[config.mk]
export PLATFORM = sky130hd
export DESIGN_NAME = wbBankDecoder
export DESIGN_NICKNAME = d
export VERILOG_FILES = /design/src/verilog/memPkg.sv /design/src/verilog/wbBankDecoder.sv
export VERILOG_INCLUDE_DIRS = /design/src /design/src/verilog
export SDC_FILE = /design/constraint.sdc
export NUM_CORES = 1
export LEC_CHECK = 0
export BUFFER_PORTS_ARGS = -buffer_cell sky130_fd_sc_hd__buf_4
export CAP_MARGIN = 15
export CORE_AREA = 2 2 104 106
export CTS_CLUSTER_DIAMETER = 60
export DETAILED_ROUTE_END_ITERATION = 12
export DIE_AREA = 0 0 106 108
export PLACE_DENSITY = 0.49
export SYNTH_ARGS = -nofsm -noshare
export SYNTH_HDL_FRONTEND = slang
export SYNTH_SLANG_ARGS = --single-unit
[constraint.sdc]
create_clock -name clk -period 4.5 [get_ports clk]
set_clock_uncertainty 0.2 [all_clocks]
set_input_delay 0.9 -clock clk [delete_from_list [all_inputs] [get_ports clk]]
set_output_delay 0.9 -clock clk [all_outputs]
set_load 0.02 [all_outputs]
[src/verilog/memMap_consts.svh]
`ifndef MEMMAP_CONSTS_SVH
`define MEMMAP_CONSTS_SVH

// Memory map of the data RAM window

// First byte address seen by the processor
`define MEM_BASE 32'hBFC0_0000

// Window size in bytes
`define MEM_BYTES 32'd16384

// Bank geometry
// Words interleave across banks on address bits 3:2
`define NUM_BANKS 4

// log2 of NUM_BANKS
`define BANK_BITS 2

// Words held by one bank
`define BANK_WORDS 1024

// log2 of BANK_WORDS
`define WORD_BITS 10

// Bytes per word and lanes per bank
`define LANE_COUNT 4

`endif

[src/verilog/memPkg.sv]
`include "memMap_consts.svh"

package memPkg;

    // Master to slave signals of the Wishbone classic port
    typedef struct packed {
        logic        cyc;  // Bus cycle in progress
        logic        stb;  // Valid transfer
        logic        we;   // Write when high
        logic [31:0] adr;  // Byte address
        logic [31:0] dat;  // Write data
        logic [3:0]  sel;  // Byte lane selects
    } wbReqT;

    // Slave to master signals
    typedef struct packed {
        logic        ack;  // Normal termination
        logic        err;  // Error termination
        logic [31:0] dat;  // Read data, zero unless ack
    } wbRspT;

    // One access to a single bank
    typedef struct packed {
        logic                  en;        // Bank access this cycle
        logic                  we;        // Write access
        logic [`WORD_BITS-1:0] wordAddr;  // Word inside the bank
        logic [31:0]           data;      // Write data
        logic [3:0]            sel;       // Byte lanes to write
    } bankReqT;

    // Bank number
    typedef logic [`BANK_BITS-1:0] bankIdxT;

endpackage

[src/verilog/wbBankDecoder.sv]
`timescale 1ns/1ps
`include "memMap_consts.svh"

module wbBankDecoder import memPkg::*; (
    input  logic    clk,
    input  logic    rst,
    input  wbReqT   wbReq,
    output bankReqT bankReq [`NUM_BANKS],
    output logic    accepted,     // Good access taken last edge
    output logic    errPending,   // Bad access taken last edge
    output bankIdxT bankSel       // Bank of the last taken access
);

    logic [31:0]           offset;     // Address relative to window base
    logic                  inRange;
    logic                  aligned;
    logic                  reqLive;    // New access visible this cycle
    logic                  goodReq;
    logic                  badReq;
    bankIdxT               reqBank;
    logic [`WORD_BITS-1:0] reqWord;
    logic                  pending;    // Access in flight until response ends
    logic                  respStage;  // Response cycle on the bus
    logic [`NUM_BANKS-1:0] enVec;      // Bank enables for the check below

    assign offset  = wbReq.adr - `MEM_BASE;      // Wraps for addresses below base
    assign inRange = offset < `MEM_BYTES;        // Covers both ends of the window
    assign aligned = wbReq.adr[1:0] == 2'b00;    // Word accesses only
    assign reqLive = wbReq.cyc && wbReq.stb && !pending;
    assign goodReq = reqLive && inRange && aligned;
    assign badReq  = reqLive && !(inRange && aligned);

    // Low word bits pick the bank, the bits above pick the word
    assign reqBank = offset[`BANK_BITS+1:2];
    assign reqWord = offset[`WORD_BITS+`BANK_BITS+1:`BANK_BITS+2];

    // Fan the request out, enable only the addressed bank
    always_comb begin
        for (int b = 0; b < `NUM_BANKS; b++) begin
            bankReq[b].en       = goodReq && (reqBank == bankIdxT'(b));
            bankReq[b].we       = bankReq[b].en && wbReq.we;  // No write without en
            bankReq[b].wordAddr = reqWord;
            bankReq[b].data     = wbReq.dat;
            bankReq[b].sel      = wbReq.sel;
            enVec[b]            = bankReq[b].en;
        end
    end

    // Access sequencing
    // Pending covers the accept edge up to the edge where the master sees the response
    always_ff @(posedge clk) begin
        if (rst) begin
            accepted   <= 1'b0;
            errPending <= 1'b0;
            respStage  <= 1'b0;
            pending    <= 1'b0;
        end else begin
            accepted   <= goodReq;                   // One pulse per good access
            errPending <= badReq;                    // One pulse per bad access
            respStage  <= accepted || errPending;    // Matches ack/err on the bus
            if (reqLive) begin
                pending <= 1'b1;                     // Block the held stb
            end else if (respStage) begin
                pending <= 1'b0;                     // Master has seen the response
            end
        end
    end

    // Bank number for the read return mux
    always_ff @(posedge clk) begin
        if (reqLive) begin
            bankSel <= reqBank;
        end
    end

    // Good and bad pulses exclude each other
    assert property (@(posedge clk) disable iff (rst) !(accepted && errPending))
        else $error("decoder: accepted and errPending together");

    // At most one bank active per cycle
    assert property (@(posedge clk) disable iff (rst) $onehot0(enVec))
        else $error("decoder: more than one bank enabled");

    // No second access while the response is still on the bus
    assert property (@(posedge clk) disable iff (rst)
        (accepted || errPending) |-> !$past(accepted || errPending)
                                     && !$past(accepted || errPending, 2))
        else $error("decoder: access taken during response");

endmodule

==> results of run 1 <==
-- metal layers --
metal	global-route usage, %	wire length, µm	vias to the layer above
li1	-	-	238
met1	1.37	429	218
met2	7.60	1270	96
met3	4.04	676	28
met4	4.42	230	0
met5	0	0	-
-- placed cells by master (no fill, tap or decap), drive strengths merged --
cell type	netlist	routed
a21oi	1	1
and4b	1	1
buf	185	39
clkbuf	1	4
dfxtp	4	4
edfxtp	2	2
inv	1	1
nand2	2	2
nand2b	3	3
nand3	2	2
nand3b	3	3
nand4	1	1
nor2	3	3
nor3	2	2
nor4	9	9
o21a	1	1
or3	1	1
or4	1	1
or4b	1	1
-- cells in the mapped netlist --
| library cell | number |
|---|---|
| clkbuf_1 | 1 |
| dfxtp_1 | 4 |
| or4b_1 | 1 |
| nor3_1 | 2 |
| and4b_1 | 1 |
| o21a_1 | 1 |
| nor4_2 | 5 |
| buf_4 | 184 |
| nor4_4 | 1 |
| or3_1 | 1 |
| nand3b_1 | 3 |
| nand2_1 | 2 |
| a21oi_1 | 1 |
| nor2_1 | 3 |
| edfxtp_1 | 2 |
| nand3_2 | 1 |
| inv_1 | 1 |
| nand3_1 | 1 |
| nand2b_1 | 3 |
| nand4_1 | 1 |
| buf_6 | 1 |
| nor4_1 | 3 |
| or4_1 | 1 |
-- final cells by class --
class	count	area, µm²
tap	136	170
fill	1201	9340
timing repair buffer	39	293
clock buffer	4	45.0
multi-input combinational	31	240
inverter	1	3.75
sequential	6	140
-- power breakdown --
group          switching, mW  total (mW)  internal [mW]
clock network         0.0237      0.0847         0.0610
registers           0.000653      0.0592         0.0585
logic                 0.0130      0.0326         0.0195
total                 0.0374       0.176          0.139
-- sequential cells by signal, summed over array words and instances (netlist names) --
signal      cells
bankSel         2
accepted        1
errPending      1
pending         1
respStage       1
-- worst max-delay path: stages --
cell and delay (ns):
buf_4 0.08, nand4_1 0.08, or4_1 0.72, nor4_2 0.29
buf_4 0.18
-- worst max path at each step --
stage	start	endpoint
finish	wbReq[62]	bankReq[94]
global route	wbReq[53]	bankReq[143]
CTS	wbReq[62]	bankReq[143]
detailed placement	wbReq[62]	bankReq[143]
global placement	wbReq[62]	bankReq[95]
floorplan	wbReq[62]	bankReq[190]
-- metrics by stage --
stage	area, µm²	hold WS (ns)
global placement	847	0.254
CTS	892	0.268
detailed placement	847	0.261
floorplan	1780	0.238
global route	892	0.319
finish	892	0.263
-- cells by family after synthesis --
| kind of cell | Yosys count | share of synthesized area (%) |
|---|---|---|
| and+or+nand+nor | 29 | 12.8 |
| DFF | 6 | 7.87 |
| buffers and inverters | 187 | 78.6 |
| AOI/OAI and AO/OA | 2 | 0.703 |
==> out/metrics.cfg, run 1 <==
[floorplanning]
dieHeight_um = 108
start_util_pct = 17.4
placementRows = 37
core_um2 = 10200
die_w_um = 106
dieArea_um2 = 11400
io_pins = 269

[synthesis]
synth_fp_nets = 297
seq_area_frac_synth_pct = 7.87
synth_warnings = 0
synth_area_um2 = 1780
ys_seq_elements = 6
yosysUniqueCellTypes = 23
synth.area.top_cells = buf_4 (78%), dfxtp_1 (4.5%), nor4_2 (3.5%)
synth_top_area_share_pct = 77.6
synth_area_leader_cell = buf_4
syn_area_per_cell_um2 = 7.95
synthCells = 224

[global_route]
overflow = 0
grt_pass1_vias = 631
antenna_found_initial = 0
grt_pass1_wl_um = 3510
grt_use_total_pct = 4.02
grt_max_degree = 13

[clocking]
cts.sinks = 6
cts_buffer_depth = 2
cts_hold_buf = 0
clkTransAtPathRegs_ns = 0.04
cts_tree = yes
htreeDepth = 1
cts_buffers = 3
cts_resized = 0
insertion_delay_ns = 0.22
postCtsSetupRepairBufs = 0
clock-root-buffer = clkbuf_8

[worst_hold_path]
min_path_type = register to register
hp-start = pending$_SDFFE_PP0P_
min_to = pending$_SDFFE_PP0P_
hold_path_depth = 2

[timing]
setup_tns_ns = 0
period_needed_ns = 3.36
worstMarginPinSlew_ns = 0.489
maxSlewViolCount = 0
hold_viol = 0
min_period_over_period_pct = 74.7
rsz0062_at_grt = false
slew_headroom_pct = 67.4
fmax_mhz = 297
setup_viol = 0
layout_setup_ws_ns = 1.14

[worst_setup_path]
end_kind = output pin
worstReg2RegEnd = accepted$_SDFF_PP0_
path_max_fanout = 10
required_ns = 3.40
reg2reg_depth = 3
reg2reg_from = pending$_SDFFE_PP0P_
reg2reg_slack_ns = 3.26
worstSetupStartpointType = input pin
crit_type = input pin to output pin
critPathArrivalTime_ns = 2.26

[cells_and_area]
fin_util_pct = 8.72
area_growth_pct = -49.9
fin_nets = 155
antenna_cells = 0
fin_cells = 217
drive_gt1_share_pct = 60.5

[place]
post-place-cells = 213
portBuffers = 38
place.gp.congestion = 0.617
hpwlAfterDp_um = 2260
pre_cts_ws_ns = 1.10

[route]
drt-initial-drc-count = 19
drt_first_pass_iters = 2
viasPerCell = 2.67
detail-route-antenna-nets = 0
dr_total_vias = 580
drc = 0
wire_per_inst_um = 12.0
finalWirelength_um = 2610

[status]
status = completed

[flow_run]
drv_cap = 0

[power_and_ir_drop]
finalPower_mw = 0.176
p_leak_nw = 0.324
peakVddDrop_uv = 70.7
powerDensity_nw_per_um2 = 198

(Power assumes the default switching activity.)
==> inputs of run 2 (changes only) <==
--- a/config.mk
+++ b/config.mk
@@ -6,6 +6,7 @@
 export SDC_FILE = /design/constraint.sdc
 export NUM_CORES = 1
 export LEC_CHECK = 0
+export ABC_AREA = 1
 export BUFFER_PORTS_ARGS = -buffer_cell sky130_fd_sc_hd__buf_4
 export CAP_MARGIN = 15
 export CORE_AREA = 2 2 104 106
==> constraint.sdc (replaced) <==
create_clock -name clk -period 3.3 [get_ports clk]
set_clock_uncertainty 0.2 [all_clocks]
set_input_delay 0.66 -clock clk [delete_from_list [all_inputs] [get_ports clk]]
set_output_delay 0.66 -clock clk [all_outputs]
set_load 0.02 [all_outputs]
==> run 2 against run 1 <==
- worst hold slack lost 0.053 ns
- via count grew 11%
- highest routed layer unchanged
- sequential power rose by 38%
- core utilization grew 0.073 points
- first-iteration DRC count is 21% higher
- clock power grew 37%
==> out/metrics.cfg, run 2 <==
[global_route]
overflow = 0
grt_use_total_pct = 4.08
grt_pass1_wl_um = 3560
antenna_found_initial = 0
grt_max_degree = 9
grt_pass1_vias = 657

[clocking]
cts_tree = yes
cts_resized = 0
htreeDepth = 1
insertion_delay_ns = 0.22
clock-root-buffer = clkbuf_8
cts_hold_buf = 0
cts_buffers = 3
cts.sinks = 6
clkTransAtPathRegs_ns = 0.03
cts_buffer_depth = 2
postCtsSetupRepairBufs = 0

[synthesis]
synthCells = 249
synth_adder_area_share_pct = 0
synth_top_area_share_pct = 77.6
syn_area_per_cell_um2 = 7.15
synthMuxAreaShare_pct = 0
yosys.area_share.simple_pct = 10.6
synth_area_leader_cell = buf_4
yosysUniqueCellTypes = 12
synth-xor-area-share_pct = 0
synth.top_cells.by_count = buf_4 (184), nor2_1 (20), inv_1 (14)
synth.area.top_cells = buf_4 (78%), dfxtp_1 (4.5%), nor2_1 (4.2%)
synth_warnings = 0
ys_dominant_reg_cell = dfxtp_1
synth-compound-area-share_pct = 0.984
synth_fp_nets = 322
ys_async_sr_fraction_pct = 0
seq_area_frac_synth_pct = 7.87
ys_seq_elements = 6
synth_top_family_by_area = buffers and inverters
synth_most_common_cell = buf_4
synth_area_um2 = 1780
synth_edf_count = 2

[route]
drt-initial-drc-count = 23
wire_per_inst_um = 10.5
drt_first_pass_iters = 4
dr_total_vias = 643
viasPerCell = 2.65
detail-route-antenna-nets = 0
finalWirelength_um = 2550
drc = 0

[cells_and_area]
antenna_cells = 0
fill_cells = 1185
fin_cells = 243
final_cell_mix = buf_4 (38), nor2_1 (20), inv_1 (14), nand2_1 (13), nand4_1 (5)
drive_gt1_share_pct = 41.1
fin_nets = 181
layout_commonest_cell = buf_4
max_flop_register = bankSel
multiInputGateArea_um2 = 206
area_growth_pct = -49.5
largest_reg_flops = 2
layout.area.seq_um2 = 140

[power_and_ir_drop]
peakVddDrop_uv = 108
internal_power_mw = 0.190
powerDensity_nw_per_um2 = 271
p_switching_mw = 0.0543
swShare_pct = 22.2
p_leak_nw = 0.433
power_frac_seq_pct = 33.5
pwr-share-clk_pct = 47.6
combPwrFrac_pct = 18.9

[timing]
rsz0062_at_grt = false
fmax_mhz = 389
worstMarginPinSlew_ns = 0.264
period_needed_ns = 2.57
hold_viol = 0
slew_headroom_pct = 82.4
worst_hold_slack_ns = 0.210
maxSlewViolCount = 0
min_period_over_period_pct = 77.9
setup_viol = 0
setup_tns_ns = 0

[worst_setup_path]
worstReg2RegEnd = errPending$_SDFF_PP0_
worstSetupStartpointType = input pin
reg2reg_from = pending$_SDFFE_PP0P_
end_kind = output pin
max_stage_delay_ns = 0.16
path_max_fanout = 6
reg2reg_slack_ns = 2.25
cp_cell_sequence = buf_4 -> nor2_1 -> nand2_1 -> nor2_1 -> nand2_1 -> nor2_4 -> nand4_1 -> nor2_1 -> buf_4
crit_path_top_delay_cell = nor2_4
critPathArrivalTime_ns = 1.71
required_ns = 2.44
crit_path_frequent_cell = nor2_1
crit_type = input pin to output pin
reg2reg_depth = 3

[floorplanning]
start_util_pct = 17.4
dieHeight_um = 108
placementRows = 37
dieArea_um2 = 11400
die_w_um = 106
core_um2 = 10200
io_pins = 269

[place]
portBuffers = 38
hpwlAfterDp_um = 2150
post-place-cells = 239
place.gp.congestion = 0.717

[worst_hold_path]
min_path_type = register to register
hp-start = respStage$_SDFF_PP0_
min_to = pending$_SDFFE_PP0P_
hold_path_depth = 1

[status]
status = completed

[flow_run]
drv_cap = 0

-- run 2: area by class of cell --
type,count,share of cell area [%]
Sequential cell,6,15.6
Inverter,14,5.84
Tap cell,136,18.9
Clock buffer,4,5.01
Timing Repair Buffer,38,31.7
Multi-Input combinational cell,45,22.9
-- run 2: power groups by stage --
stage                     clock network [mW]  registers (mW)  logic, mW
after CTS                              0.120          0.0819     0.0468
after global routing                   0.126          0.0821     0.0514
after global placement                     0          0.0828     0.0465
after detailed placement                   0          0.0833     0.0465
after floorplan                            0          0.0848      0.340
final                                  0.116          0.0818     0.0462
-- run 2: worst max-delay path by stage --
stage	start	to	slack [ns]	cells past startpoint
3_5_place_dp	wbReq[53]	bankReq[142]	0.70	9
2_1_floorplan	wbReq[50]	bankReq[142]	0.93	7
6_report	wbReq[53]	bankReq[142]	0.73	9
5_1_grt	wbReq[53]	bankReq[142]	0.56	9
3_3_place_gp	wbReq[53]	bankReq[142]	0.70	9
4_1_cts	wbReq[53]	bankReq[142]	0.69	9
-- run 2: routing by layer --
metal	wire length [µm]	up-vias	track usage (%)
met5	0	-	0
met4	317	0	6.20
met1	409	209	1.84
met2	1120	105	6.36
li1	-	282	-
met3	697	47	4.04
-- run 2: through the flow --
step	util, %	instance area [µm²]	power, mW	setup WS, ns
3_5_place_dp	8.35	855	0.130	0.696
3_3_place_gp	8.35	855	0.129	0.697
4_1_cts	8.79	900	0.249	0.690
5_1_grt	8.79	900	0.260	0.559
6_report	8.79	900	0.244	0.728
2_1_floorplan	-	1780	0.424	0.927
-- run 2: cell families after synthesis --
| kind of cell | after synthesis |
|---|---|
| buffers and inverters | 198 |
| and+or+nand+nor | 42 |
| DFF | 6 |
| AOI/OAI and AO/OA | 3 |
-- run 2: critical path: cells and delay by family --
| family | cells | cell delay (ns) |
|---|---|---|
| and+or+nand+nor | 7 | 0.79 |
| buffers and inverters | 2 | 0.27 |
