[config.mk]
export PLATFORM = sky130hd
export DESIGN_NAME = readReturn
export DESIGN_NICKNAME = d
export VERILOG_FILES = /design/src/verilog/memPkg.sv /design/src/verilog/readReturn.sv
export VERILOG_INCLUDE_DIRS = /design/src /design/src/verilog
export SDC_FILE = /design/constraint.sdc
export NUM_CORES = 1
export LEC_CHECK = 0
export BUFFER_PORTS_ARGS = -buffer_cell sky130_fd_sc_hd__clkbuf_2
export CAP_MARGIN = 20
export CORE_MARGIN = 1
export CORE_UTILIZATION = 23
export CTS_CLUSTER_SIZE = 30
export DETAILED_ROUTE_END_ITERATION = 7
export SYNTH_ARGS = -nofsm -noshare
export SYNTH_HDL_FRONTEND = slang
export SYNTH_SLANG_ARGS = --single-unit
[constraint.sdc]
create_clock -name clk -period 0.9 [get_ports clk]
set_input_delay 0.09 -clock clk [delete_from_list [all_inputs] [get_ports clk]]
set_output_delay 0.09 -clock clk [all_outputs]
set_load 0.005 [all_outputs]
[src/verilog/memMap_consts.svh]
`ifndef MEMMAP_CONSTS_SVH
`define MEMMAP_CONSTS_SVH

// Memory map of the data RAM window

// First byte address seen by the processor
`define MEM_BASE 32'hBFC0_0000

// Window size in bytes
`define MEM_BYTES 32'd16384

// Bank geometry
// Words interleave across banks on address bits 3:2
`define NUM_BANKS 4

// log2 of NUM_BANKS
`define BANK_BITS 2

// Words held by one bank
`define BANK_WORDS 1024

// log2 of BANK_WORDS
`define WORD_BITS 10

// Bytes per word and lanes per bank
`define LANE_COUNT 4

`endif

[src/verilog/memPkg.sv]
`include "memMap_consts.svh"

package memPkg;

    // Master to slave signals of the Wishbone classic port
    typedef struct packed {
        logic        cyc;  // Bus cycle in progress
        logic        stb;  // Valid transfer
        logic        we;   // Write when high
        logic [31:0] adr;  // Byte address
        logic [31:0] dat;  // Write data
        logic [3:0]  sel;  // Byte lane selects
    } wbReqT;

    // Slave to master signals
    typedef struct packed {
        logic        ack;  // Normal termination
        logic        err;  // Error termination
        logic [31:0] dat;  // Read data, zero unless ack
    } wbRspT;

    // One access to a single bank
    typedef struct packed {
        logic                  en;        // Bank access this cycle
        logic                  we;        // Write access
        logic [`WORD_BITS-1:0] wordAddr;  // Word inside the bank
        logic [31:0]           data;      // Write data
        logic [3:0]            sel;       // Byte lanes to write
    } bankReqT;

    // Bank number
    typedef logic [`BANK_BITS-1:0] bankIdxT;

endpackage

[src/verilog/readReturn.sv]
`timescale 1ns/1ps
`include "memMap_consts.svh"

module readReturn import memPkg::*; (
    input  logic        clk,
    input  logic        rst,
    input  logic        accepted,            // Good access, bank data valid now
    input  logic        errPending,          // Bad access, no bank touched
    input  bankIdxT     bankSel,             // Bank of that access
    input  logic [31:0] bankRd [`NUM_BANKS], // Read words of all banks
    output wbRspT       wbRsp
);

    logic        ackQ;
    logic        errQ;
    logic [31:0] datQ;

    // Response strobes follow the decoder pulses by one cycle
    always_ff @(posedge clk) begin
        if (rst) begin
            ackQ <= 1'b0;
            errQ <= 1'b0;
        end else begin
            ackQ <= accepted;
            errQ <= errPending;
        end
    end

    // Pick the addressed bank, zero otherwise
    always_ff @(posedge clk) begin
        datQ <= accepted ? bankRd[bankSel] : 32'h0000_0000;  // Err and idle give zero
    end

    assign wbRsp.ack = ackQ;
    assign wbRsp.err = errQ;
    assign wbRsp.dat = datQ;

    // One kind of termination per access
    assert property (@(posedge clk) disable iff (rst) !(wbRsp.ack && wbRsp.err))
        else $error("readReturn: ack and err together");

    // Error responses carry no bank data
    assert property (@(posedge clk) disable iff (rst) wbRsp.err |-> wbRsp.dat == 32'h0)
        else $error("readReturn: data on err");

endmodule

==> results.toml, run 1 <==
[outcome]
status = "completed"

[sta]
worst-slew-pin-transition_ns = 0.215
setup_viol = 0
period_share_pct = 88.6
hold_viol_final = 0
slew_viol_final = 0
slew_headroom_pct = 85.7
min_period_ns = 0.798
setup_tns_ns = 0
rsz0062_at_grt = "no"
hold_ws_ns = 0.0412
clock.fmax_ghz = 1.25

[floorplanning]
die_x_um = 88.0
die_h_um = 88.0
dieArea_mm2 = 0.00774
rows = 30
ios = 168
start_util_pct = 24.4
coreArea_mm2 = 0.00698

[worst_hold_path]
holdCritPathClass = "primary input to flop"
hold_start = "errPending"
hold_path_depth = 2
worstHoldEndpoint = "errQ"

[power_and_ir_drop]
p_leak_nw = 1.53
pwr-share-seq_pct = 45.1
clkPwrFrac_pct = 31.3
p_sw_w = 0.000914
cellPowerDensity_mw_per_mm2 = 1350
p_comb_share_pct = 23.6
p_int_w = 0.00276
p_total_w = 0.00367
ir_worst_vdd_uv = 607
swShare_pct = 24.9

[worst_setup_path]
cp_cell_sequence = "clkbuf_2"
end_kind = "primary output"
crit_path_start_kind = "flop"
criticalPathCategory = "flop to primary output"
cp_top_family = "flip-flops"
cp.arrival_ns = 0.71
crit_start = "datQ[31]"
crit_required_ns = 0.81
worstPathMaxFanout = 1
cp_slowest_cell = "dfxtp_1"
path_buf_inv = 1
slowest_delay_ns = 0.32

[routing]
drc = 0
routed_wl_mm = 4.80
wl_per_cell_um = 11.6
vias_per_cell = 4.34
vias = 1797
drt_iter0_markers = 15
drt_pass1_iterations = 3
detail-route-antenna-nets = 0

[clock_tree]
numCtsBuffers = 5
cts-htree-levels = 2
ctsRootBufferMaster = "clkbuf_8"
cts_setup_buffers = 0
cts.path.max_buffers = 2
cts_tree = "done"
cts_resized = 0
cts_sinks = 34
clk_pin_slew_worst_paths_ns = 0.07

[global_routing]
grt_usage_pct = 12.2
antenna_found_initial = 0
grt_pass1_vias = 1731
grt_max_degree = 27
grt-ovfl-total = 0
grt_pass1_wl_mm = 7.22

[cells_and_area]
multi_input_area_um2 = 863
area_growth_syn_to_layout_pct = 59.6
fin_util_pct = 38.9
nFillCells = 720
diodes = 0
fin_nets = 451
drive_gt1_share_pct = 57.2
register_area_um2 = 681

[synthesis]
synth_warnings = 0
ys_ff_latch = 34
synth_area_mm2 = 0.00170
synth_cells = 149
synth_nets = 283
yosysSeqAreaShare_pct = 40.0
postSynthAreaPerCell_um2 = 11.4
synth_cell_types = 13

[placement]
gp_congestion = 0.690
io_buffers = 167
dpl.hpwl_mm = 3.94

[job]
maxCapViolCount = 0
[timing repair]
action                                  CTS  global route
hold endpoints to repair                  2             0
hold buffers                              1             0
endpoints found under the setup margin    0             0
[cell usage in the layout, fill, tap and decap left out]
master and instances:
buf_12 4, buf_4 5, clkbuf_1 1, clkbuf_2 166, clkbuf_8 6, clkinv_2 1, dfxtp_1 34, dlygate4sd3_1 1
mux2i_1 64, nand2_1 1, nand2b_1 1, nor2b_1 2, o22ai_1 32
[per-stage QoR]
step	std cells	worst slack (ns)	instance area [µm²]
CTS	414	0.0776	2710
global route	414	0.0533	2710
detailed placement	405	-0.00757	2610
global placement	405	0.0261	2610
finish	414	0.102	2710
floorplan	149	0.0985	1700
[synthesized netlist by cell type]
master    instances  share of area, %
nand2b_1          1              0.37
buf_4             2              0.88
nand2_1           1              0.22
buf_2             2              0.59
buf_8             3               2.6
nor2b_1           2              0.74
buf_6             1              0.66
mux2i_1          64                38
clkbuf_1          3              0.66
dfxtp_1          34                40
o22ai_1          32                12
buf_1             1              0.22
buf_12            3               3.5
[sequential cells by signal, indices dropped and copies added, names as in the netlist]
name and cells:
datQ 32, ackQ 1, errQ 1
[power groups by stage]
stage / sequential [W] / combinational, W / clock, W
2_1_floorplan: 0.00171 / 0.000408 / 0
3_3_place_gp: 0.00169 / 0.000865 / 0
3_5_place_dp: 0.00169 / 0.000878 / 0
4_1_cts: 0.00166 / 0.000884 / 0.00123
5_1_grt: 0.00167 / 0.000959 / 0.00129
6_report: 0.00166 / 0.000866 / 0.00115
[final cells by class]
| class | instances | area share [%] |
|---|---|---|
| clock buffers | 7 | 3.18 |
| clock inverters | 1 | 0.184 |
| multi-input cells | 100 | 31.8 |
| flip-flops and latches | 34 | 25.1 |
| well taps | 96 | 4.43 |
| repair buffers | 176 | 35.3 |
[cells by family after synthesis]
kind of cell | count (synthesis) | synth area share (%)
and+or+nand+nor | 4 | 1.32
DFF | 34 | 40.0
muxes | 64 | 37.7
AOI/OAI and AO/OA | 32 | 11.8
buffers and inverters | 15 | 9.20
[how the worst max path moves through the flow]
stage                end  slack (ns)  cells past startpoint
2_1_floorplan    datQ[0]         0.1                      4
3_3_place_gp    datQ[18]        0.03                      4
3_5_place_dp    datQ[13]      -0.008                      4
4_1_cts        wbRsp[28]        0.08                      1
5_1_grt        wbRsp[29]        0.05                      1
6_report       wbRsp[31]        0.10                      1
[routing by layer]
metal	up-vias	GRT usage (%)	routed length, µm
li1	900	-	-
met1	801	11.8	1860
met2	91	23.7	2520
met3	5	3.86	384
met4	0	5.07	43
met5	-	0	0
Note: power is estimated with default switching activity, not from simulation.
==> run 2: changes to the inputs <==
==> constraint.sdc (replaced) <==
create_clock -name clk -period 1 [get_ports clk]
set_input_delay 0.1 -clock clk [delete_from_list [all_inputs] [get_ports clk]]
set_output_delay 0.1 -clock clk [all_outputs]
set_load 0.005 [all_outputs]
==> run 2 against run 1 <==
  * Clock power is 18% lower
  * Sequential power fell by 10%
  * Total power down 13%
==> results.toml, run 2 (synthesized netlist as in run 1, its figures left out) <==
[worst_setup_path]
cp_cell_sequence = "clkbuf_2"
cp.arrival_ns = 0.71
criticalPathCategory = "flop to primary output"
cp_slowest_cell = "dfxtp_1"
crit_required_ns = 0.90
crit_path_start_kind = "flop"
worstPathMaxFanout = 1
path_buf_inv = 1
cp_top_family = "flip-flops"
crit_start = "datQ[7]"
slowest_delay_ns = 0.32
end_kind = "primary output"

[sta]
slew_viol_final = 0
worst-slew-pin-transition_ns = 0.222
clock.fmax_ghz = 1.24
setup_ws_ns = 0.191
min_period_ns = 0.809
hold_viol_final = 0
period_share_pct = 80.9
setup_viol = 0
rsz0062_at_grt = "no"
slew_headroom_pct = 85.2
setup_tns_ns = 0

[floorplanning]
dieArea_mm2 = 0.00774
rows = 30
start_util_pct = 24.4
die_x_um = 88.0
coreArea_mm2 = 0.00698
die_h_um = 88.0
ios = 168

[cells_and_area]
final_common_cell = "clkbuf_2"
final_cell_area_mm2 = 0.00267
fin_nets = 451
area_growth_syn_to_layout_pct = 57.2
nFillCells = 716
diodes = 0
largest_register_ffs = 32
top_regs = "datQ x32, ackQ x1, errQ x1"
drive_gt1_share_pct = 56.8
mostFrequentLayoutCells = "clkbuf_2, mux2i_1, dfxtp_1, o22ai_1, buf_4"
top_register = "datQ"

[power_and_ir_drop]
p_leak_nw = 1.51
cellPowerDensity_mw_per_mm2 = 1200
ir_worst_vdd_uv = 606

[global_routing]
antenna_found_initial = 0
grt_usage_pct = 12.6
grt_max_degree = 27
grt_pass1_vias = 1822
grt-ovfl-total = 0
grt_pass1_wl_mm = 7.43

[clock_tree]
cts_hold_buf = 1
clk_pin_slew_worst_paths_ns = 0.06
cts_sinks = 34
cts_setup_buffers = 0
cts_resized = 0
cts_tree = "done"
cts.path.max_buffers = 2
cts-htree-levels = 2
ctsRootBufferMaster = "clkbuf_8"
numCtsBuffers = 5

[routing]
vias_per_cell = 4.34
routed_wl_mm = 4.89
vias = 1792
detail-route-antenna-nets = 0
wl_per_cell_um = 11.8
drc = 0
drt_iter0_markers = 35
drt_pass1_iterations = 4

[worst_hold_path]
hold_start = "errPending"
holdCritPathClass = "primary input to flop"

[job]
maxCapViolCount = 0

[placement]
placed_cell_area_mm2 = 0.00259
gp_congestion = 0.692
place_ws_ns = 0.0823
dpl.hpwl_mm = 4.00
io_buffers = 167

[outcome]
status = "completed"
-- run 2: layer usage --
layer,routed length [µm],global-route usage [%],vias to the layer above
li1,-,-,898
met1,1810,11.1,794
met2,2620,26.1,93
met3,393,3.68,7
met4,63,5.22,0
met5,0,0,-
-- run 2: report_power, final --
| part | leakage (nW) | internal (W) | switching, W | total, W |
|---|---|---|---|---|
| logic | 1.18 | 0.000455 | 0.000312 | 0.000767 |
| registers | 0.283 | 0.00146 | 0.0000269 | 0.00149 |
| clock network | 0.0383 | 0.000479 | 0.000460 | 0.000939 |
| total | 1.51 | 0.00240 | 0.000799 | 0.00320 |
-- run 2: path summary, 6_finish.rpt --
path  depth (start not counted)  slack [ns]        to
min                           2        0.06      errQ
max                           1        0.19  wbRsp[7]
-- run 2: area by class of cell --
class	count	area, µm²	share of cell area, %
well taps	96	120	4.49
clock buffers	7	76.3	2.85
repair buffers	176	933	34.9
multi-input cells	100	863	32.3
flip-flops and latches	34	681	25.5
-- run 2: stage by stage --
step	power, W	instances	hold slack, ns	util (%)
after floorplan	0.00190	149	0.172	-
after global placement	0.00229	405	0.290	37.1
after detailed placement	0.00230	405	0.292	37.1
after CTS	0.00328	413	0.0506	38.3
after global routing	0.00340	413	0.0593	38.3
final	0.00320	413	0.0581	38.3
==> run 3: changes to the inputs <==
==> constraint.sdc (replaced) <==
create_clock -name clk -period 0.8 [get_ports clk]
set_input_delay 0.08 -clock clk [delete_from_list [all_inputs] [get_ports clk]]
set_output_delay 0.08 -clock clk [all_outputs]
set_load 0.005 [all_outputs]
==> run 3 against run 2 <==
  * Total power is 30% higher
  * Die area stayed put
  * Final cell count is 0.24% higher
  * First-iteration DRC count is 71% lower
  * Non-clock buffer count stayed put
  * Critical path type unchanged
  * Highest routed layer unchanged
==> results.toml, run 3 (synthesized netlist as in run 1, its figures left out) <==
[outcome]
status = "completed"

[job]
maxCapViolCount = 0

[floorplanning]
die_h_um = 88.0
ios = 168
start_util_pct = 24.4
dieArea_mm2 = 0.00774
rows = 30
coreArea_mm2 = 0.00698
die_x_um = 88.0

[routing]
drt_iter0_markers = 10
drc = 0
detail-route-antenna-nets = 0
drt_pass1_iterations = 2
vias_per_cell = 4.34
wl_per_cell_um = 11.7
routed_wl_mm = 4.86
vias = 1797

[sta]
hold_viol_final = 0
rsz0062_at_grt = "yes"
worst-slew-pin-transition_ns = 0.214
min_period_ns = 0.785
slew_viol_final = 0
setup_tns_ns = 0
slew_headroom_pct = 85.8
setup_viol = 0
period_share_pct = 98.1
clock.fmax_ghz = 1.27

[worst_setup_path]
end_kind = "primary output"
cp_top_family = "flip-flops"
crit_required_ns = 0.72
cp.arrival_ns = 0.70
worstPathMaxFanout = 1
cp_slowest_cell = "dfxtp_2"
crit_path_start_kind = "flop"
cp_cell_sequence = "buf_6"
criticalPathCategory = "flop to primary output"
path_buf_inv = 1
slowest_delay_ns = 0.32

[clock_tree]
ctsRootBufferMaster = "clkbuf_8"
cts_sinks = 34
cts_tree = "done"
cts.path.max_buffers = 2
clk_pin_slew_worst_paths_ns = 0.07
cts_setup_buffers = 0
numCtsBuffers = 5
cts-htree-levels = 2

[global_routing]
grt_usage_pct = 12.2
grt-ovfl-total = 0
grt_pass1_wl_mm = 7.23
grt_pass1_vias = 1729
antenna_found_initial = 0
grt_max_degree = 27

[cells_and_area]
largest_register_ffs = 32
top_register = "datQ"
final_common_cell = "clkbuf_2"
mostFrequentLayoutCells = "clkbuf_2, mux2i_1, o22ai_1, dfxtp_1, dfxtp_2"
drive_gt1_share_pct = 62.3
diodes = 0
fin_nets = 451
top_regs = "datQ x32, ackQ x1, errQ x1"
area_growth_syn_to_layout_pct = 61.5

[power_and_ir_drop]
ir_worst_vdd_uv = 680
cellPowerDensity_mw_per_mm2 = 1510
p_leak_nw = 1.54
p_total_w = 0.00415

[placement]
dpl.hpwl_mm = 3.94
gp_congestion = 0.690
io_buffers = 167

[worst_hold_path]
holdCritPathClass = "primary input to flop"
-- run 3: cell types whose count changed in the layout (fill, tap and decap cells not counted) --
cell      delta
dfxtp_1     -16
clkinv_2     +1
buf_4        -2
dfxtp_2     +16
buf_2       +12
buf_6        +2
clkbuf_2    -14
clkbuf_1     -1
clkbuf_8     +1
buf_12       +2
-- run 3: report_power, final --
group,total (W),internal (W),switching [W]
logic,0.000986,0.000591,0.000395
clock network,0.00129,0.000694,0.000593
registers,0.00188,0.00184,0.0000343
-- run 3: cell type report --
cell class,count,area [µm²]
Timing Repair Buffer,176,971
Multi-Input combinational cell,100,863
Clock inverter,1,5.00
Clock buffer,7,86.3
Tap cell,96,120
Sequential cell,34,701
Fill cell,725,4240
-- run 3: routing by layer --
layer | track usage [%] | vias to the layer above | routed length [µm]
li1 | - | 900 | -
met4 | 5.07 | 0 | 43
met5 | 0 | - | 0
met1 | 11.8 | 801 | 1860
met3 | 3.86 | 5 | 381
met2 | 23.7 | 91 | 2570
-- run 3: final timing paths --
check,startpoint,end,depth (start not counted)
worst max-delay path,datQ[5],wbRsp[5],1
worst min-delay path,errPending,errQ,2
-- run 3: per-stage QoR --
| step | util, % | area, µm² | std cells | setup slack (ns) | hold WS (ns) |
|---|---|---|---|---|---|
| after detailed placement | 37.4 | 2610 | 405 | -0.0976 | 0.272 |
| after global placement | 37.4 | 2610 | 405 | -0.0639 | 0.267 |
| after global routing | 39.3 | 2750 | 414 | -0.0274 | 0.0300 |
| after floorplan | - | 1700 | 149 | 0.00846 | 0.152 |
| after CTS | 38.9 | 2720 | 414 | -0.0124 | 0.0214 |
| final | 39.3 | 2750 | 414 | 0.0151 | 0.0326 |
-- run 3: what timing repair did --
item / 4_1_cts / 5_1_grt
hold endpoints to repair: 2 / 0
endpoints found under the setup margin: 9 / 33
resized for setup: 4 / 28
gates cloned: 0 / 0
pin swaps: 0 / 0
hold buffers: 1 / 0
